## config.mk

```make
export PLATFORM = sky130hd
export DESIGN_NAME = ddr3_fastread_top
export DESIGN_NICKNAME = d
export VERILOG_FILES = /design/src/common/ddr3_pkg.sv /design/src/ddr3_fastpath/ddr3_open_rows.sv /design/src/ddr3_fastpath/ddr3_fastpath.sv /design/src/logic/ddr3_refresh_sched.sv /design/src/logic/ddr3_fastread_top.sv
export SDC_FILE = /design/constraint.sdc
export NUM_CORES = 1
export LEC_CHECK = 0
export BUFFER_PORTS_ARGS = -buffer_cell sky130_fd_sc_hd__buf_2
export CAP_MARGIN = 20
export CORE_MARGIN = 4
export CORE_UTILIZATION = 40
export DETAILED_ROUTE_END_ITERATION = 8
export GPL_TIMING_DRIVEN = 1
export PLACE_DENSITY = 0.71
export SLEW_MARGIN = 20
export SYNTH_ARGS = -nofsm -noshare
export SYNTH_HDL_FRONTEND = slang
export SYNTH_SLANG_ARGS = --single-unit
```

## constraint.sdc

```tcl
create_clock -name clock -period 4.9 [get_ports clock]
set_clock_uncertainty 0.1 [all_clocks]
set_input_delay 0 -clock clock [delete_from_list [all_inputs] [get_ports clock]]
set_output_delay 0 -clock clock [all_outputs]
set_load 0.01 [all_outputs]
```

## src/common/ddr3_pkg.sv

```systemverilog
`default_nettype none

package ddr3_pkg;

  // ddr3 command encoding, {ras_n, cas_n, we_n}
  typedef enum logic [2:0] {
    CMD_MODE = 3'b000,
    CMD_REFR = 3'b001,
    CMD_PREC = 3'b010,
    CMD_ACTV = 3'b011,
    CMD_WRIT = 3'b100,
    CMD_READ = 3'b101,
    CMD_ZQCL = 3'b110,
    // deselect / nop, all strobes high
    CMD_NOOP = 3'b111
  } ddr3_cmd_e;

  // fast-path read sequencer states
  typedef enum logic [1:0] {
    ST_IDLE = 2'b00,
    ST_PREC = 2'b01,
    ST_ACTV = 2'b10,
    ST_READ = 2'b11
  } fp_state_e;

  // axi response codes
  localparam logic [1:0] RESP_OKAY   = 2'b00;
  localparam logic [1:0] RESP_SLVERR = 2'b10;

  // axi incrementing burst
  localparam logic [1:0] BURST_INCR = 2'b01;

  // eight banks per device
  localparam int BANK_BITS = 3;

  // a10 selects all banks on precharge
  localparam int AP_BIT = 10;

endpackage

`default_nettype wire

```

## src/ddr3_fastpath/ddr3_open_rows.sv

```systemverilog
`timescale 1ns/1ps
`default_nettype none

module ddr3_open_rows #(
  parameter int ROW_BITS = 13
) (
  input  wire                             clock,
  input  wire                             reset,
  // ddl accept strobe and the accepted command
  input  wire                             cmd_fire_i,
  input  wire ddr3_pkg::ddr3_cmd_e        cmd_i,
  input  wire [ddr3_pkg::BANK_BITS-1:0]   ba_i,
  input  wire [ROW_BITS-1:0]              adr_i,
  // lookup
  input  wire [ddr3_pkg::BANK_BITS-1:0]   query_ba_i,
  input  wire [ROW_BITS-1:0]              query_row_i,
  output logic                            open_o,
  output logic                            hit_o
);

  localparam int BANKS = 2 ** ddr3_pkg::BANK_BITS;

  // row held open in each bank
  logic [ROW_BITS-1:0] row_mem [BANKS];
  // one bit per bank, set while a row is active
  logic [BANKS-1:0]    open_q;

  always_ff @(posedge clock or posedge reset) begin
    if (reset) begin
      open_q <= '0;
    end else if (cmd_fire_i) begin
      case (cmd_i)
        ddr3_pkg::CMD_ACTV: open_q[ba_i] <= 1'b1;
        ddr3_pkg::CMD_PREC: begin
          // precharge-all when a10 is set
          if (adr_i[ddr3_pkg::AP_BIT]) begin
            open_q <= '0;
          end else begin
            open_q[ba_i] <= 1'b0;
          end
        end
        // refresh needs every bank idle anyway
        ddr3_pkg::CMD_REFR: open_q <= '0;
        default: open_q <= open_q;
      endcase
    end
  end

  always_ff @(posedge clock) begin
    if (cmd_fire_i && (cmd_i == ddr3_pkg::CMD_ACTV)) begin
      row_mem[ba_i] <= adr_i;
    end
  end

  assign open_o = open_q[query_ba_i];
  assign hit_o  = open_o && (row_mem[query_ba_i] == query_row_i);

endmodule

`default_nettype wire

```

## src/ddr3_fastpath/ddr3_fastpath.sv

```systemverilog
`timescale 1ns/1ps
`default_nettype none

module ddr3_fastpath #(
  parameter int WIDTH    = 32,
  parameter int REQID    = 4,
  parameter int ROW_BITS = 13,
  parameter int COL_BITS = 10,
  parameter int ADDRS    = ROW_BITS + ddr3_pkg::BANK_BITS + COL_BITS
) (
  input  wire                              clock,
  input  wire                              reset,

  // axi read address channel
  input  wire                              axi_arvalid_i,
  output logic                             axi_arready_o,
  input  wire [ADDRS-1:0]                  axi_araddr_i,
  input  wire [REQID-1:0]                  axi_arid_i,
  input  wire [7:0]                        axi_arlen_i,
  input  wire [1:0]                        axi_arburst_i,

  // axi read data channel
  input  wire                              axi_rready_i,
  output logic                             axi_rvalid_o,
  output logic [WIDTH-1:0]                 axi_rdata_o,
  output logic [1:0]                       axi_rresp_o,
  output logic [REQID-1:0]                 axi_rid_o,
  output logic                             axi_rlast_o,

  // ddl command port
  input  wire                              ddl_run_i,
  output logic                             ddl_req_o,
  input  wire                              ddl_rdy_i,
  output ddr3_pkg::ddr3_cmd_e              ddl_cmd_o,
  output logic [ddr3_pkg::BANK_BITS-1:0]   ddl_ba_o,
  output logic [ROW_BITS-1:0]              ddl_adr_o,

  // ddl read data
  input  wire                              ddl_rvalid_i,
  output logic                             ddl_rready_o,
  input  wire                              ddl_rlast_i,
  input  wire [WIDTH-1:0]                  ddl_rdata_i,

  // controller-side commands, intercepted here
  input  wire                              ctl_req_i,
  output logic                             ctl_rdy_o,
  input  wire ddr3_pkg::ddr3_cmd_e         ctl_cmd_i,
  input  wire [ddr3_pkg::BANK_BITS-1:0]    ctl_ba_i,
  input  wire [ROW_BITS-1:0]               ctl_adr_i,
  // refresh in progress, holds off new reads
  input  wire                              ctl_busy_i,

  // open-row table lookup
  output logic [ddr3_pkg::BANK_BITS-1:0]   row_ba_o,
  output logic [ROW_BITS-1:0]              row_adr_o,
  input  wire                              row_open_i,
  input  wire                              row_hit_i
);

  ddr3_pkg::fp_state_e state_q;

  logic arready_q;
  // fast path has a command outstanding on the ddl
  logic fp_req_q;
  // unsupported request, single slverr beat pending
  logic err_q;

  // latched request
  logic [REQID-1:0]               id_q;
  logic [ddr3_pkg::BANK_BITS-1:0] ba_q;
  logic [ROW_BITS-1:0]            row_q;
  logic [COL_BITS-1:0]            col_q;

  logic ar_fire;
  logic ar_ok;
  logic r_fire;
  logic fp_fire;
  logic ctl_pass;
  logic rd_own;

  // address split, {row, bank, col}
  logic [ROW_BITS-1:0]            ar_row;
  logic [ddr3_pkg::BANK_BITS-1:0] ar_ba;
  logic [COL_BITS-1:0]            ar_col;

  assign ar_row = axi_araddr_i[ADDRS-1 -: ROW_BITS];
  assign ar_ba  = axi_araddr_i[COL_BITS +: ddr3_pkg::BANK_BITS];
  assign ar_col = axi_araddr_i[COL_BITS-1:0];

  // table lookup runs on the live request so the choice is made at accept
  assign row_ba_o  = ar_ba;
  assign row_adr_o = ar_row;

  assign axi_arready_o = arready_q;
  assign ar_fire = axi_arvalid_i && arready_q;
  // only single bl8, 4 x 32b incr bursts are served
  assign ar_ok   = (axi_arlen_i == 8'd3) && (axi_arburst_i == ddr3_pkg::BURST_INCR);
  assign fp_fire = fp_req_q && ddl_rdy_i;
  assign r_fire  = axi_rvalid_o && axi_rready_i;

  always_ff @(posedge clock or posedge reset) begin
    if (reset) begin
      state_q   <= ddr3_pkg::ST_IDLE;
      arready_q <= 1'b0;
      fp_req_q  <= 1'b0;
      err_q     <= 1'b0;
    end else if (!ddl_run_i) begin
      // ddl not running yet, stay parked
      state_q   <= ddr3_pkg::ST_IDLE;
      arready_q <= 1'b0;
      fp_req_q  <= 1'b0;
      err_q     <= 1'b0;
    end else begin
      // registered, so it drops the cycle after an accept
      arready_q <= axi_rready_i && !ctl_busy_i && !ar_fire &&
                   (state_q == ddr3_pkg::ST_IDLE);
      case (state_q)
        ddr3_pkg::ST_IDLE: begin
          if (ar_fire && !ar_ok) begin
            // no ddl traffic, just the error beat
            err_q   <= 1'b1;
            state_q <= ddr3_pkg::ST_READ;
          end else if (ar_fire) begin
            fp_req_q <= 1'b1;
            if (row_hit_i) begin
              state_q <= ddr3_pkg::ST_READ;
            end else if (row_open_i) begin
              // wrong row open, close it first
              state_q <= ddr3_pkg::ST_PREC;
            end else begin
              state_q <= ddr3_pkg::ST_ACTV;
            end
          end
        end
        ddr3_pkg::ST_PREC: begin
          if (fp_fire) begin
            state_q <= ddr3_pkg::ST_ACTV;
          end
        end
        ddr3_pkg::ST_ACTV: begin
          if (fp_fire) begin
            state_q <= ddr3_pkg::ST_READ;
          end
        end
        ddr3_pkg::ST_READ: begin
          // read issued, then wait for the burst to drain
          if (fp_fire) begin
            fp_req_q <= 1'b0;
          end
          if (r_fire && axi_rlast_o) begin
            state_q <= ddr3_pkg::ST_IDLE;
            err_q   <= 1'b0;
          end
        end
        default: begin
          state_q <= ddr3_pkg::ST_IDLE;
        end
      endcase
    end
  end

  always_ff @(posedge clock) begin
    if (ar_fire) begin
      id_q  <= axi_arid_i;
      ba_q  <= ar_ba;
      row_q <= ar_row;
      col_q <= ar_col;
    end
  end

  // controller commands pass only while idle and not offering arready
  assign ctl_pass  = (state_q == ddr3_pkg::ST_IDLE) && !arready_q;
  assign ddl_req_o = fp_req_q || (ctl_pass && ctl_req_i);
  assign ctl_rdy_o = ctl_pass && ddl_rdy_i;

  // command intercept mux
  always_comb begin
    ddl_ba_o = ba_q;
    case (state_q)
      ddr3_pkg::ST_PREC: begin
        // single-bank precharge, a10 low
        ddl_cmd_o = ddr3_pkg::CMD_PREC;
        ddl_adr_o = '0;
      end
      ddr3_pkg::ST_ACTV: begin
        ddl_cmd_o = ddr3_pkg::CMD_ACTV;
        ddl_adr_o = row_q;
      end
      ddr3_pkg::ST_READ: begin
        ddl_cmd_o = fp_req_q ? ddr3_pkg::CMD_READ : ddr3_pkg::CMD_NOOP;
        ddl_adr_o = {{(ROW_BITS - COL_BITS){1'b0}}, col_q};
      end
      default: begin
        ddl_cmd_o = ctl_cmd_i;
        ddl_ba_o  = ctl_ba_i;
        ddl_adr_o = ctl_adr_i;
      end
    endcase
  end

  // read data belongs to the fast path for the whole of st_read
  assign rd_own = (state_q == ddr3_pkg::ST_READ) && !err_q;

  assign axi_rvalid_o = err_q || (rd_own && ddl_rvalid_i);
  assign axi_rlast_o  = err_q || (rd_own && ddl_rlast_i);
  assign axi_rdata_o  = ddl_rdata_i;
  assign axi_rresp_o  = err_q ? ddr3_pkg::RESP_SLVERR : ddr3_pkg::RESP_OKAY;
  assign axi_rid_o    = id_q;
  // r back-pressure stalls the ddl stream directly
  assign ddl_rready_o = axi_rready_i;

endmodule

`default_nettype wire

```

## src/logic/ddr3_refresh_sched.sv

```systemverilog
`timescale 1ns/1ps
`default_nettype none

module ddr3_refresh_sched #(
  parameter int REFRESH_CYCLES = 400,
  parameter int ROW_BITS       = 13
) (
  input  wire                             clock,
  input  wire                             reset,
  input  wire                             run_i,
  // controller-side command port
  output logic                            req_o,
  input  wire                             rdy_i,
  output ddr3_pkg::ddr3_cmd_e             cmd_o,
  output logic [ddr3_pkg::BANK_BITS-1:0]  ba_o,
  output logic [ROW_BITS-1:0]             adr_o,
  // pending or mid-sequence
  output logic                            busy_o
);

  localparam int CNT_BITS = $clog2(REFRESH_CYCLES);

  logic [CNT_BITS-1:0] cnt_q;
  logic                tick;
  logic                pend_q;
  // precharge-all done, refresh next
  logic                refr_q;
  logic                fire;

  assign tick = run_i && (cnt_q == CNT_BITS'(REFRESH_CYCLES - 1));
  assign fire = req_o && rdy_i;

  // interval counter, frozen while the ddl is not running
  always_ff @(posedge clock or posedge reset) begin
    if (reset) begin
      cnt_q <= '0;
    end else if (tick) begin
      cnt_q <= '0;
    end else if (run_i) begin
      cnt_q <= cnt_q + 1'b1;
    end
  end

  always_ff @(posedge clock or posedge reset) begin
    if (reset) begin
      pend_q <= 1'b0;
      refr_q <= 1'b0;
    end else if (!run_i) begin
      pend_q <= 1'b0;
      refr_q <= 1'b0;
    end else begin
      if (fire) begin
        // two accepts, prec-all then refr
        refr_q <= !refr_q;
      end
      if (tick) begin
        pend_q <= 1'b1;
      end else if (fire && refr_q) begin
        pend_q <= 1'b0;
      end
    end
  end

  assign req_o  = pend_q && run_i;
  assign busy_o = pend_q;
  assign cmd_o  = refr_q ? ddr3_pkg::CMD_REFR : ddr3_pkg::CMD_PREC;
  assign ba_o   = '0;

  always_comb begin
    adr_o = '0;
    // a10 high selects all banks for the precharge
    adr_o[ddr3_pkg::AP_BIT] = !refr_q;
  end

endmodule

`default_nettype wire

```

## src/logic/ddr3_fastread_top.sv

```systemverilog
`timescale 1ns/1ps
`default_nettype none

module ddr3_fastread_top #(
  parameter int WIDTH          = 32,
  parameter int REQID          = 4,
  parameter int ROW_BITS       = 13,
  parameter int COL_BITS       = 10,
  parameter int ADDRS          = ROW_BITS + ddr3_pkg::BANK_BITS + COL_BITS,
  parameter int REFRESH_CYCLES = 400
) (
  input  wire                             clock,
  input  wire                             reset,

  // axi read address channel
  input  wire                             axi_arvalid_i,
  output logic                            axi_arready_o,
  input  wire [ADDRS-1:0]                 axi_araddr_i,
  input  wire [REQID-1:0]                 axi_arid_i,
  input  wire [7:0]                       axi_arlen_i,
  input  wire [1:0]                       axi_arburst_i,

  // axi read data channel
  input  wire                             axi_rready_i,
  output logic                            axi_rvalid_o,
  output logic [WIDTH-1:0]                axi_rdata_o,
  output logic [1:0]                      axi_rresp_o,
  output logic [REQID-1:0]                axi_rid_o,
  output logic                            axi_rlast_o,

  // ddl command port
  input  wire                             ddl_run_i,
  output logic                            ddl_req_o,
  input  wire                             ddl_rdy_i,
  output ddr3_pkg::ddr3_cmd_e             ddl_cmd_o,
  output logic [ddr3_pkg::BANK_BITS-1:0]  ddl_ba_o,
  output logic [ROW_BITS-1:0]             ddl_adr_o,

  // ddl read data
  input  wire                             ddl_rvalid_i,
  output logic                            ddl_rready_o,
  input  wire                             ddl_rlast_i,
  input  wire [WIDTH-1:0]                 ddl_rdata_i
);

  // refresh scheduler to intercept mux
  logic                           ctl_req;
  logic                           ctl_rdy;
  ddr3_pkg::ddr3_cmd_e            ctl_cmd;
  logic [ddr3_pkg::BANK_BITS-1:0] ctl_ba;
  logic [ROW_BITS-1:0]            ctl_adr;
  logic                           ctl_busy;

  // open-row lookup
  logic [ddr3_pkg::BANK_BITS-1:0] row_ba;
  logic [ROW_BITS-1:0]            row_adr;
  logic                           row_open;
  logic                           row_hit;

  // table tracks exactly what the ddl took
  logic ddl_fire;
  assign ddl_fire = ddl_req_o && ddl_rdy_i;

  ddr3_fastpath #(
    .WIDTH    (WIDTH),
    .REQID    (REQID),
    .ROW_BITS (ROW_BITS),
    .COL_BITS (COL_BITS),
    .ADDRS    (ADDRS)
  ) u_fastpath (
    .clock         (clock),
    .reset         (reset),
    .axi_arvalid_i (axi_arvalid_i),
    .axi_arready_o (axi_arready_o),
    .axi_araddr_i  (axi_araddr_i),
    .axi_arid_i    (axi_arid_i),
    .axi_arlen_i   (axi_arlen_i),
    .axi_arburst_i (axi_arburst_i),
    .axi_rready_i  (axi_rready_i),
    .axi_rvalid_o  (axi_rvalid_o),
    .axi_rdata_o   (axi_rdata_o),
    .axi_rresp_o   (axi_rresp_o),
    .axi_rid_o     (axi_rid_o),
    .axi_rlast_o   (axi_rlast_o),
    .ddl_run_i     (ddl_run_i),
    .ddl_req_o     (ddl_req_o),
    .ddl_rdy_i     (ddl_rdy_i),
    .ddl_cmd_o     (ddl_cmd_o),
    .ddl_ba_o      (ddl_ba_o),
    .ddl_adr_o     (ddl_adr_o),
    .ddl_rvalid_i  (ddl_rvalid_i),
    .ddl_rready_o  (ddl_rready_o),
    .ddl_rlast_i   (ddl_rlast_i),
    .ddl_rdata_i   (ddl_rdata_i),
    .ctl_req_i     (ctl_req),
    .ctl_rdy_o     (ctl_rdy),
    .ctl_cmd_i     (ctl_cmd),
    .ctl_ba_i      (ctl_ba),
    .ctl_adr_i     (ctl_adr),
    .ctl_busy_i    (ctl_busy),
    .row_ba_o      (row_ba),
    .row_adr_o     (row_adr),
    .row_open_i    (row_open),
    .row_hit_i     (row_hit)
  );

  ddr3_open_rows #(
    .ROW_BITS (ROW_BITS)
  ) u_open_rows (
    .clock       (clock),
    .reset       (reset),
    .cmd_fire_i  (ddl_fire),
    .cmd_i       (ddl_cmd_o),
    .ba_i        (ddl_ba_o),
    .adr_i       (ddl_adr_o),
    .query_ba_i  (row_ba),
    .query_row_i (row_adr),
    .open_o      (row_open),
    .hit_o       (row_hit)
  );

  ddr3_refresh_sched #(
    .REFRESH_CYCLES (REFRESH_CYCLES),
    .ROW_BITS       (ROW_BITS)
  ) u_refresh_sched (
    .clock  (clock),
    .reset  (reset),
    .run_i  (ddl_run_i),
    .req_o  (ctl_req),
    .rdy_i  (ctl_rdy),
    .cmd_o  (ctl_cmd),
    .ba_o   (ctl_ba),
    .adr_o  (ctl_adr),
    .busy_o (ctl_busy)
  );

endmodule

`default_nettype wire

```

==> report_table.html, run 1 <==
<table>
<tr><th>Metric</th><th>Value</th></tr>
<tr><th colspan="2">Pwr</th></tr>
<tr><td>Share of power burned in the clock network</td><td>36.3%</td></tr>
<tr><td>Power share of the sequential group</td><td>44.8%</td></tr>
<tr><td>Worst ir drop on vdd</td><td>0.313 mV</td></tr>
<tr><td>Combinational fraction of design power</td><td>18.9%</td></tr>
<tr><td>Areal power density over the cells</td><td>424 mW/mm^2</td></tr>
<tr><td>Switching share of total power</td><td>27.9%</td></tr>
<tr><td>Net load switching power</td><td>0.00102 W</td></tr>
<tr><td>LEAKAGE</td><td>3.31 nW</td></tr>
<tr><td>Internal power</td><td>0.00265 W</td></tr>
<tr><th colspan="2">Synth</th></tr>
<tr><td>Seq/Total Area, Yosys</td><td>66.0%</td></tr>
<tr><td>EDFF count, synth</td><td>134</td></tr>
<tr><td>Yosys Warn Count</td><td>0</td></tr>
<tr><td>Dominant synthesized flop cell</td><td>sky130_fd_sc_hd__edfxtp_1</td></tr>
<tr><td>Post-synth top area cell</td><td>sky130_fd_sc_hd__edfxtp_1</td></tr>
<tr><td>Synthesis-stage register bit count</td><td>158</td></tr>
<tr><td>Library cell with the highest instance count after synthesis</td><td>sky130_fd_sc_hd__edfxtp_1</td></tr>
<tr><td>Number of nets produced by synthesis</td><td>566</td></tr>
<tr><td>Number of instances in the synthesized netlist</td><td>479</td></tr>
<tr><td>Cell Area, Synth</td><td>0.00700 sq mm</td></tr>
<tr><td>Commonest cells post-synth</td><td>134 x sky130_fd_sc_hd__edfxtp_1, 37 x sky130_fd_sc_hd__buf_4, 37 x sky130_fd_sc_hd__mux2i_1</td></tr>
<tr><td>Portion of synthesized cell area occupied by the leading cell type</td><td>57.5%</td></tr>
<tr><td>Synthesized area divided by synthesized cell count</td><td>14.6 sq um</td></tr>
<tr><td>Area contributors post-synth</td><td>sky130_fd_sc_hd__edfxtp_1 57%, sky130_fd_sc_hd__dfrtp_1 8.6%, sky130_fd_sc_hd__mux2i_1 5.3%</td></tr>
<tr><td>Fraction of synthesis flops using an asynchronous set or reset pin</td><td>15.2%</td></tr>
<tr><td>Synth unique cells</td><td>51</td></tr>
<tr><th colspan="2">STA</th></tr>
<tr><td>Highest Clock Rate</td><td>327 MHz</td></tr>
<tr><td>Slew Limit Fails</td><td>0</td></tr>
<tr><td>Unrepaired setup endpoints after global routing</td><td>no</td></tr>
<tr><td>Setup violations, final</td><td>0</td></tr>
<tr><td>Setup_tns</td><td>0 ns</td></tr>
<tr><td>Slew at the pin with the worst max-slew slack</td><td>0.880 ns</td></tr>
<tr><td>Clock period minus worst slack</td><td>3.06 ns</td></tr>
<tr><td>Remaining max-slew budget at the tightest pin</td><td>41.1%</td></tr>
<tr><td>Hold Fails Final Rpt</td><td>0</td></tr>
<tr><td>Part of the cycle the worst path needs</td><td>62.4%</td></tr>
<tr><th colspan="2">Flow run</th></tr>
<tr><td>Max Cap Violations</td><td>0</td></tr>
<tr><th colspan="2">Placement</th></tr>
<tr><td>Placement Cell Area</td><td>0.00739 sq mm</td></tr>
<tr><td>DPL Wire Length</td><td>10900 um</td></tr>
<tr><td>Final RePlAce weighted congestion</td><td>0.831</td></tr>
<tr><td>Number of buffers inserted by port buffering</td><td>76</td></tr>
<tr><th colspan="2">Clock tree</th></tr>
<tr><td>Num CTS Buffers</td><td>17</td></tr>
<tr><td>Clock latency of the later-clocked register in the worst-skew pair</td><td>0.42 ns</td></tr>
<tr><td>H-Tree Depth</td><td>4</td></tr>
<tr><td>Clock tree from TritonCTS</td><td>done</td></tr>
<tr><td>Clk slew on worst S/H paths</td><td>0.06 ns</td></tr>
<tr><td>Post-CTS setup buffer count</td><td>0</td></tr>
<tr><td>Clock Tree Buf Depth</td><td>2</td></tr>
<tr><td>Number of sinks on the clock net</td><td>158</td></tr>
<tr><td>Number of gates resized after cts</td><td>0</td></tr>
<tr><td>Clk root buf</td><td>sky130_fd_sc_hd__clkbuf_16</td></tr>
<tr><th colspan="2">Drt</th></tr>
<tr><td>Routed vias</td><td>4428</td></tr>
<tr><td>Routed length per placed instance</td><td>19.5 um</td></tr>
<tr><td>WL final</td><td>16200 um</td></tr>
<tr><td>Drt first pass iters</td><td>5</td></tr>
<tr><td>Number of design-rule violations left by the first detailed-router iteration</td><td>349</td></tr>
<tr><td>Total DRC errors in the routed layout</td><td>0</td></tr>
<tr><td>Ratio of routed vias to standard cells</td><td>5.31</td></tr>
<tr><td>Remaining antenna violation count after routing</td><td>0</td></tr>
<tr><th colspan="2">Worst setup path</th></tr>
<tr><td>Beginning of the critical path</td><td>u_fastpath.state_q[0]</td></tr>
<tr><td>Setup Crit Path Kind</td><td>reg2reg</td></tr>
<tr><td>Maximum fanout count along the critical path</td><td>17</td></tr>
<tr><td>Arrival @ worst endpoint</td><td>3.00 ns</td></tr>
<tr><td>Startpoint type of the worst setup path</td><td>flip-flop</td></tr>
<tr><td>Setup crit end kind</td><td>flip-flop</td></tr>
<tr><td>Required time at the endpoint of the critical path</td><td>4.84 ns</td></tr>
<tr><td>Register-to-register setup slack</td><td>1.84 ns</td></tr>
<tr><td>Startpoint of the worst-slack reg-to-reg timing path</td><td>u_fastpath.state_q[0]</td></tr>
<tr><th colspan="2">Final layout</th></tr>
<tr><td>Final core utilization</td><td>50.2%</td></tr>
<tr><td>Final antenna diode count</td><td>0</td></tr>
<tr><td>Final Instance Area</td><td>0.00866 sq mm</td></tr>
<tr><td>Layout area overhead</td><td>23.7%</td></tr>
<tr><td>Share of final-layout standard cells stronger than drive strength 1</td><td>22.5%</td></tr>
<tr><td>Number of nets in the layout</td><td>683</td></tr>
<tr><th colspan="2">Floorplan</th></tr>
<tr><td>Number of core rows</td><td>48</td></tr>
<tr><td>Overall die height</td><td>140 um</td></tr>
<tr><td>Standard cell core area</td><td>0.0172 sq mm</td></tr>
<tr><td>Area of the die</td><td>0.0197 sq mm</td></tr>
<tr><td>Die X</td><td>140 um</td></tr>
<tr><td>Number of ports placed on the die boundary</td><td>142</td></tr>
<tr><td>Initial Util</td><td>40.6%</td></tr>
<tr><th colspan="2">GRT</th></tr>
<tr><td>Grt total ovfl</td><td>0</td></tr>
<tr><td>Vias in the first global route</td><td>4318</td></tr>
<tr><td>GR Util All Layers</td><td>16.4%</td></tr>
<tr><td>Largest net degree at the start of global routing</td><td>28</td></tr>
<tr><td>Initial antenna violation count</td><td>0</td></tr>
<tr><td>Global-route wire length before repair</td><td>24500 um</td></tr>
<tr><th colspan="2">Min path</th></tr>
<tr><td>Worst min-delay path class</td><td>in2async</td></tr>
<tr><th colspan="2">Run status</th></tr>
<tr><td>Result of the run</td><td>completed</td></tr>
</table>
worst paths after layout:
| path | endpoint | depth (start not counted) |
|---|---|---|
| setup / recovery | u_open_rows.row_mem[4][11] | 6 |
| hold / removal | u_refresh_sched.cnt_q[4] | 3 |
| setup reg to reg | u_open_rows.row_mem[4][11] | 6 |
| hold reg to reg | u_open_rows.open_q[6] | 1 |
| max in group asynchronous | u_fastpath.state_q[0] | 4 |
| min in group clock | u_fastpath.ba_q[1] | 1 |
state kept, by name, indices dropped and copies added, names as in the netlist, 2 cells and up:
signal                 flops
u_open_rows.open_q         8
u_refresh_sched.cnt_q      9
u_fastpath.ba_q            3
u_fastpath.col_q          10
u_open_rows.row_mem      104
u_fastpath.state_q         2
u_fastpath.axi_rid_o       4
u_fastpath.row_q          13
power groups by stage:
stage	logic [W]	clock network [W]	registers, W
6_report	0.000694	0.00134	0.00164
2_1_floorplan	0.000449	0	0.00166
4_1_cts	0.000698	0.00135	0.00164
3_3_place_gp	0.000625	0	0.00166
5_1_grt	0.000771	0.00141	0.00165
3_5_place_dp	0.000644	0	0.00167
per-stage QoR:
step           power [W]  hold slack, ns  instances  setup WS, ns
2_1_floorplan    0.00210         -0.0854        479          1.75
3_3_place_gp     0.00229         -0.0999        735          1.63
3_5_place_dp     0.00231         -0.0999        735          1.50
4_1_cts          0.00369         0.00709        832          1.46
5_1_grt          0.00383          0.0248        834          1.65
6_report         0.00367          0.0192        834          1.84
timing repair:
item	4_1_cts	5_1_grt
hold endpoints to repair	94	0
setup endpoints to repair	0	0
hold buffers	65	0
cells by family (layout without fill, tap and decap cells):
kind of cell               Yosys count  count (layout)  synth area share (%)
muxes                               54              54                  9.79
and+or+nand+nor                    105             105                  7.74
xor gates and xnor gates            17              17                  2.13
adders and majority gates            7               7                  1.25
other                                1               1                0.0535
DFF                                158             158                  66.0
AOI/OAI and AO/OA                   73              73                  7.38
buffers and inverters               64             194                  5.63
worst max-delay path, stage by stage (launching register included):
cell,delay (ns)
sky130_fd_sc_hd__dfrtp_1,0.42
sky130_fd_sc_hd__inv_1,0.11
sky130_fd_sc_hd__ha_1,0.45
sky130_fd_sc_hd__inv_1,0.30
sky130_fd_sc_hd__nand2_1,0.15
sky130_fd_sc_hd__nor3_1,0.35
sky130_fd_sc_hd__nor2b_2,0.81
layer usage:
layer / wire, um / GRT usage (%) / vias to the layer above / share of wire, %
li1: - / - / 2022 / -
met1: 6860 / 22.2 / 2144 / 42
met2: 7630 / 26.7 / 241 / 47
met3: 1510 / 4.03 / 21 / 9.3
met4: 230 / 4.28 / 0 / 1.4
met5: 0 / 0 / - / 0
placed cells by master (no fill, tap or decap), types with 14 or more instances in the layout:
master / instances
sky130_fd_sc_hd__o21ai_0: 14
sky130_fd_sc_hd__buf_2: 76
sky130_fd_sc_hd__dlygate4sd3_1: 65
sky130_fd_sc_hd__nor2_1: 29
sky130_fd_sc_hd__dfrtp_1: 24
sky130_fd_sc_hd__clkbuf_16: 17
sky130_fd_sc_hd__mux2i_1: 37
sky130_fd_sc_hd__edfxtp_1: 134
sky130_fd_sc_hd__nand2_1: 18
final cells by class:
| cell class | instances | area, sq um |
|---|---|---|
| timing repair buffer | 150 | 1110 |
| inverter | 12 | 45.0 |
| clock buffer | 19 | 433 |
| fill | 1412 | 8580 |
| multi-input combinational | 257 | 2010 |
| tap | 225 | 282 |
| sequential | 158 | 4620 |
| clock inverter | 13 | 161 |
No activity file was read; power rests on OpenSTA's default activity.
==> inputs of run 2 (changes only) <==
==> constraint.sdc (replaced) <==
create_clock -name clock -period 2.9 [get_ports clock]
set_clock_uncertainty 0.1 [all_clocks]
set_input_delay 0 -clock clock [delete_from_list [all_inputs] [get_ports clock]]
set_output_delay 0 -clock clock [all_outputs]
set_load 0.01 [all_outputs]
==> run 2 against run 1 <==
Against the previous run:
- via count increased by 2.2%
- register-to-register slack worse by 1.5 ns
- non-clock buffer count increased by 8
- sequential share of layout area fell by 0.19 points
- critical path depth decreased by 1
- setup slack worse by 1.7 ns
- final area up 0.36%
- hold slack better by 0.023 ns
- routed wire length is 2.8% higher
- die area is the same
- cell count is 0.84% higher
- global-route usage grew 0.71 points
- critical path type is now reg2out
- critical endpoint is now ddl_adr_o[5]
- largest power group unchanged
==> report_table.html, run 2 (synthesis gave the netlist of run 1 again) <==
<table>
<tr><th>Metric</th><th>Value</th></tr>
<tr><th colspan="2">GRT</th></tr>
<tr><td>Grt total ovfl</td><td>0 (unchanged)</td></tr>
<tr><td>GR Util All Layers</td><td>17.1% (was 16.4%)</td></tr>
<tr><td>Initial antenna violation count</td><td>0 (unchanged)</td></tr>
<tr><td>Vias in the first global route</td><td>4517 (was 4318)</td></tr>
<tr><td>Largest net degree at the start of global routing</td><td>25 (was 28)</td></tr>
<tr><td>Global-route wire length before repair</td><td>25400 um (was 24500 um)</td></tr>
<tr><th colspan="2">Final layout</th></tr>
<tr><td>Layout area overhead</td><td>24.1% (was 23.7%)</td></tr>
<tr><td>Final antenna diode count</td><td>0 (unchanged)</td></tr>
<tr><td>Share of final-layout standard cells stronger than drive strength 1</td><td>23.4% (was 22.5%)</td></tr>
<tr><td># fillers</td><td>1406 (was 1412)</td></tr>
<tr><td>Number of nets in the layout</td><td>691 (was 683)</td></tr>
<tr><td>Leading cell types in the layout, fill and taps excluded</td><td>134 x sky130_fd_sc_hd__edfxtp_1, 76 x sky130_fd_sc_hd__buf_2, 65 x sky130_fd_sc_hd__dlygate4sd3_1, 37 x sky130_fd_sc_hd__mux2i_1, 29 x sky130_fd_sc_hd__nor2_1 (unchanged)</td></tr>
<tr><td>Largest register FFs</td><td>104 (unchanged)</td></tr>
<tr><td>Largest Register</td><td>u_open_rows.row_mem (unchanged)</td></tr>
<tr><td>Leading cell type in the layout, fill and taps excluded</td><td>sky130_fd_sc_hd__edfxtp_1 (unchanged)</td></tr>
<tr><td>Largest registers</td><td>u_open_rows.row_mem x104, u_fastpath.row_q x13, u_fastpath.col_q x10 (unchanged)</td></tr>
<tr><th colspan="2">Min path</th></tr>
<tr><td>Worst min-delay path class</td><td>in2reg (was in2async)</td></tr>
<tr><td>Worst hold path depth</td><td>1</td></tr>
<tr><td>Worst min-delay path endpoint</td><td>u_fastpath.ba_q[1]</td></tr>
<tr><td>Startpoint of the worst hold path</td><td>axi_araddr_i[11]</td></tr>
<tr><th colspan="2">Worst setup path</th></tr>
<tr><td>Register-to-register setup slack</td><td>0.39 ns (was 1.84 ns)</td></tr>
<tr><td>Critical-path top delay cell</td><td>sky130_fd_sc_hd__nor2_1 (was sky130_fd_sc_hd__nor2b_2)</td></tr>
<tr><td>Required time at the endpoint of the critical path</td><td>2.80 ns (was 4.84 ns)</td></tr>
<tr><td>Cell type group with the largest total delay on the critical path</td><td>simple AND/OR/NAND/NOR gates (unchanged)</td></tr>
<tr><td>Peak per-stage delay on the critical path</td><td>0.65 ns (was 0.81 ns)</td></tr>
<tr><td>Setup Crit Path Kind</td><td>reg2out (was reg2reg)</td></tr>
<tr><td>Worst r2r path cells</td><td>8 (was 6)</td></tr>
<tr><td>Setup crit end kind</td><td>output port (was flip-flop)</td></tr>
<tr><td>Beginning of the critical path</td><td>u_fastpath.state_q[1] (was u_fastpath.state_q[0])</td></tr>
<tr><td>Buffers and inverters on the worst path</td><td>2 (unchanged)</td></tr>
<tr><td>Capture instance of the worst register-to-register path</td><td>u_open_rows.open_q[6] (was u_open_rows.row_mem[4][11])</td></tr>
<tr><td>Startpoint type of the worst setup path</td><td>flip-flop (unchanged)</td></tr>
<tr><td>Arrival @ worst endpoint</td><td>2.64 ns (was 3.00 ns)</td></tr>
<tr><td>Critical path, cell by cell</td><td>ha_1 -&gt; buf_4 -&gt; a22oi_1 -&gt; nor2_1 -&gt; buf_2 (was inv_1 -&gt; ha_1 -&gt; inv_1 -&gt; nand2_1 -&gt; nor3_1 -&gt; nor2b_2)</td></tr>
<tr><td>Maximum fanout count along the critical path</td><td>11 (was 17)</td></tr>
<tr><td>Startpoint of the worst-slack reg-to-reg timing path</td><td>u_fastpath.state_q[0] (unchanged)</td></tr>
<tr><th colspan="2">Drt</th></tr>
<tr><td>Routed length per placed instance</td><td>19.8 um (was 19.5 um)</td></tr>
<tr><td>Drt first pass iters</td><td>5 (unchanged)</td></tr>
<tr><td>Routed vias</td><td>4524 (was 4428)</td></tr>
<tr><td>Remaining antenna violation count after routing</td><td>0 (unchanged)</td></tr>
<tr><td>WL final</td><td>16700 um (was 16200 um)</td></tr>
<tr><td>Number of design-rule violations left by the first detailed-router iteration</td><td>390 (was 349)</td></tr>
<tr><td>Total DRC errors in the routed layout</td><td>0 (unchanged)</td></tr>
<tr><td>Ratio of routed vias to standard cells</td><td>5.38 (was 5.31)</td></tr>
<tr><th colspan="2">Placement</th></tr>
<tr><td>Final RePlAce weighted congestion</td><td>0.808 (was 0.831)</td></tr>
<tr><td>Number of buffers inserted by port buffering</td><td>76 (unchanged)</td></tr>
<tr><td>DPL Wire Length</td><td>11100 um (was 10900 um)</td></tr>
<tr><td>Worst-case setup slack after placement</td><td>0.412 ns (was 1.50 ns)</td></tr>
<tr><th colspan="2">Floorplan</th></tr>
<tr><td>Die X</td><td>140 um (unchanged)</td></tr>
<tr><td>Number of core rows</td><td>48 (unchanged)</td></tr>
<tr><td>Standard cell core area</td><td>0.0172 sq mm (unchanged)</td></tr>
<tr><td>Overall die height</td><td>140 um (unchanged)</td></tr>
<tr><td>Number of ports placed on the die boundary</td><td>142 (unchanged)</td></tr>
<tr><td>Initial Util</td><td>40.6% (unchanged)</td></tr>
<tr><td>Area of the die</td><td>0.0197 sq mm (unchanged)</td></tr>
<tr><th colspan="2">Flow run</th></tr>
<tr><td>Max Cap Violations</td><td>0 (unchanged)</td></tr>
<tr><th colspan="2">Clock tree</th></tr>
<tr><td>Num CTS Buffers</td><td>17 (unchanged)</td></tr>
<tr><td>Clk slew on worst S/H paths</td><td>0.06 ns (about the same)</td></tr>
<tr><td>H-Tree Depth</td><td>4 (unchanged)</td></tr>
<tr><td>Clock Tree Buf Depth</td><td>2 (unchanged)</td></tr>
<tr><td>Clk root buf</td><td>sky130_fd_sc_hd__clkbuf_16 (unchanged)</td></tr>
<tr><td>Number of gates resized after cts</td><td>0 (unchanged)</td></tr>
<tr><td>Clock latency of the later-clocked register in the worst-skew pair</td><td>0.42 ns (about the same)</td></tr>
<tr><td>Number of sinks on the clock net</td><td>158 (unchanged)</td></tr>
<tr><td>Clock tree from TritonCTS</td><td>done (unchanged)</td></tr>
<tr><th colspan="2">STA</th></tr>
<tr><td>Clock period minus worst slack</td><td>2.74 ns</td></tr>
<tr><td>Slew at the pin with the worst max-slew slack</td><td>0.915 ns (was 0.880 ns)</td></tr>
<tr><td>Worst Setup Slack, final</td><td>0.162 ns (was 1.84 ns)</td></tr>
<tr><td>Highest Clock Rate</td><td>365 MHz</td></tr>
<tr><td>Hold Fails Final Rpt</td><td>0 (unchanged)</td></tr>
<tr><td>Part of the cycle the worst path needs</td><td>94.4%</td></tr>
<tr><td>Setup_tns</td><td>0 ns (unchanged)</td></tr>
<tr><td>Unrepaired setup endpoints after global routing</td><td>no (unchanged)</td></tr>
<tr><td>Remaining max-slew budget at the tightest pin</td><td>38.9% (was 41.1%)</td></tr>
<tr><td>Slew Limit Fails</td><td>0 (unchanged)</td></tr>
<tr><td>Setup violations, final</td><td>0 (unchanged)</td></tr>
<tr><th colspan="2">Pwr</th></tr>
<tr><td>Areal power density over the cells</td><td>707 mW/mm^2 (was 424 mW/mm^2)</td></tr>
<tr><td>LEAKAGE</td><td>3.32 nW (was 3.31 nW)</td></tr>
<tr><td>Worst ir drop on vdd</td><td>0.490 mV (was 0.313 mV)</td></tr>
<tr><th colspan="2">Run status</th></tr>
<tr><td>Result of the run</td><td>completed (unchanged)</td></tr>
</table>
-- run 2: through the flow --
stage          instance area [sq um]  hold WS (ns)  cells  total power (W)  utilization [%]
4_1_cts                         8690        0.0266    841          0.00618             50.4
2_1_floorplan                   7010       -0.0854    479          0.00356                -
3_3_place_gp                    7470       -0.0999    745          0.00391             43.4
5_1_grt                         8690        0.0501    841          0.00643             50.4
3_5_place_dp                    7470       -0.0999    745          0.00396             43.4
6_report                        8690        0.0426    841          0.00614             50.4
-- run 2: report_power, final --
group | internal [W] | switching, W
combinational | 0.000462 | 0.000765
sequential | 0.00268 | 0.0000905
clock | 0.00127 | 0.000871
total | 0.00442 | 0.00173
-- run 2: repair_timing --
action	in CTS	in global routing
setup buffers	0	0
hold endpoints to repair	94	0
hold buffers	65	0
-- run 2: layout make-up --
cell class,count,area [sq um],share of cell area (%)
clock buffers,19,433,4.98
inverters,12,45.0,0.518
flip-flops and latches,158,4620,53.2
repair buffers,158,1170,13.5
well taps,225,282,3.24
clock inverters,12,136,1.57
multi-input cells,257,2000,23.0
-- run 2: worst max-delay path by stage --
stage | cells past startpoint | to
CTS | 5 | ddl_adr_o[5]
global route | 5 | ddl_adr_o[5]
finish | 5 | ddl_adr_o[5]
detailed placement | 8 | u_open_rows.open_q[0]
global placement | 7 | u_open_rows.row_mem[1][2]
floorplan | 6 | u_open_rows.row_mem[3][0]
-- run 2: per-layer routing --
metal	up-vias	part of all wire (%)	global-route usage, %
li1	2043	-	-
met1	2226	41	22.3
met2	239	49	28.5
met3	16	8.1	4.34
met4	0	1.5	5.05
met5	-	0	0
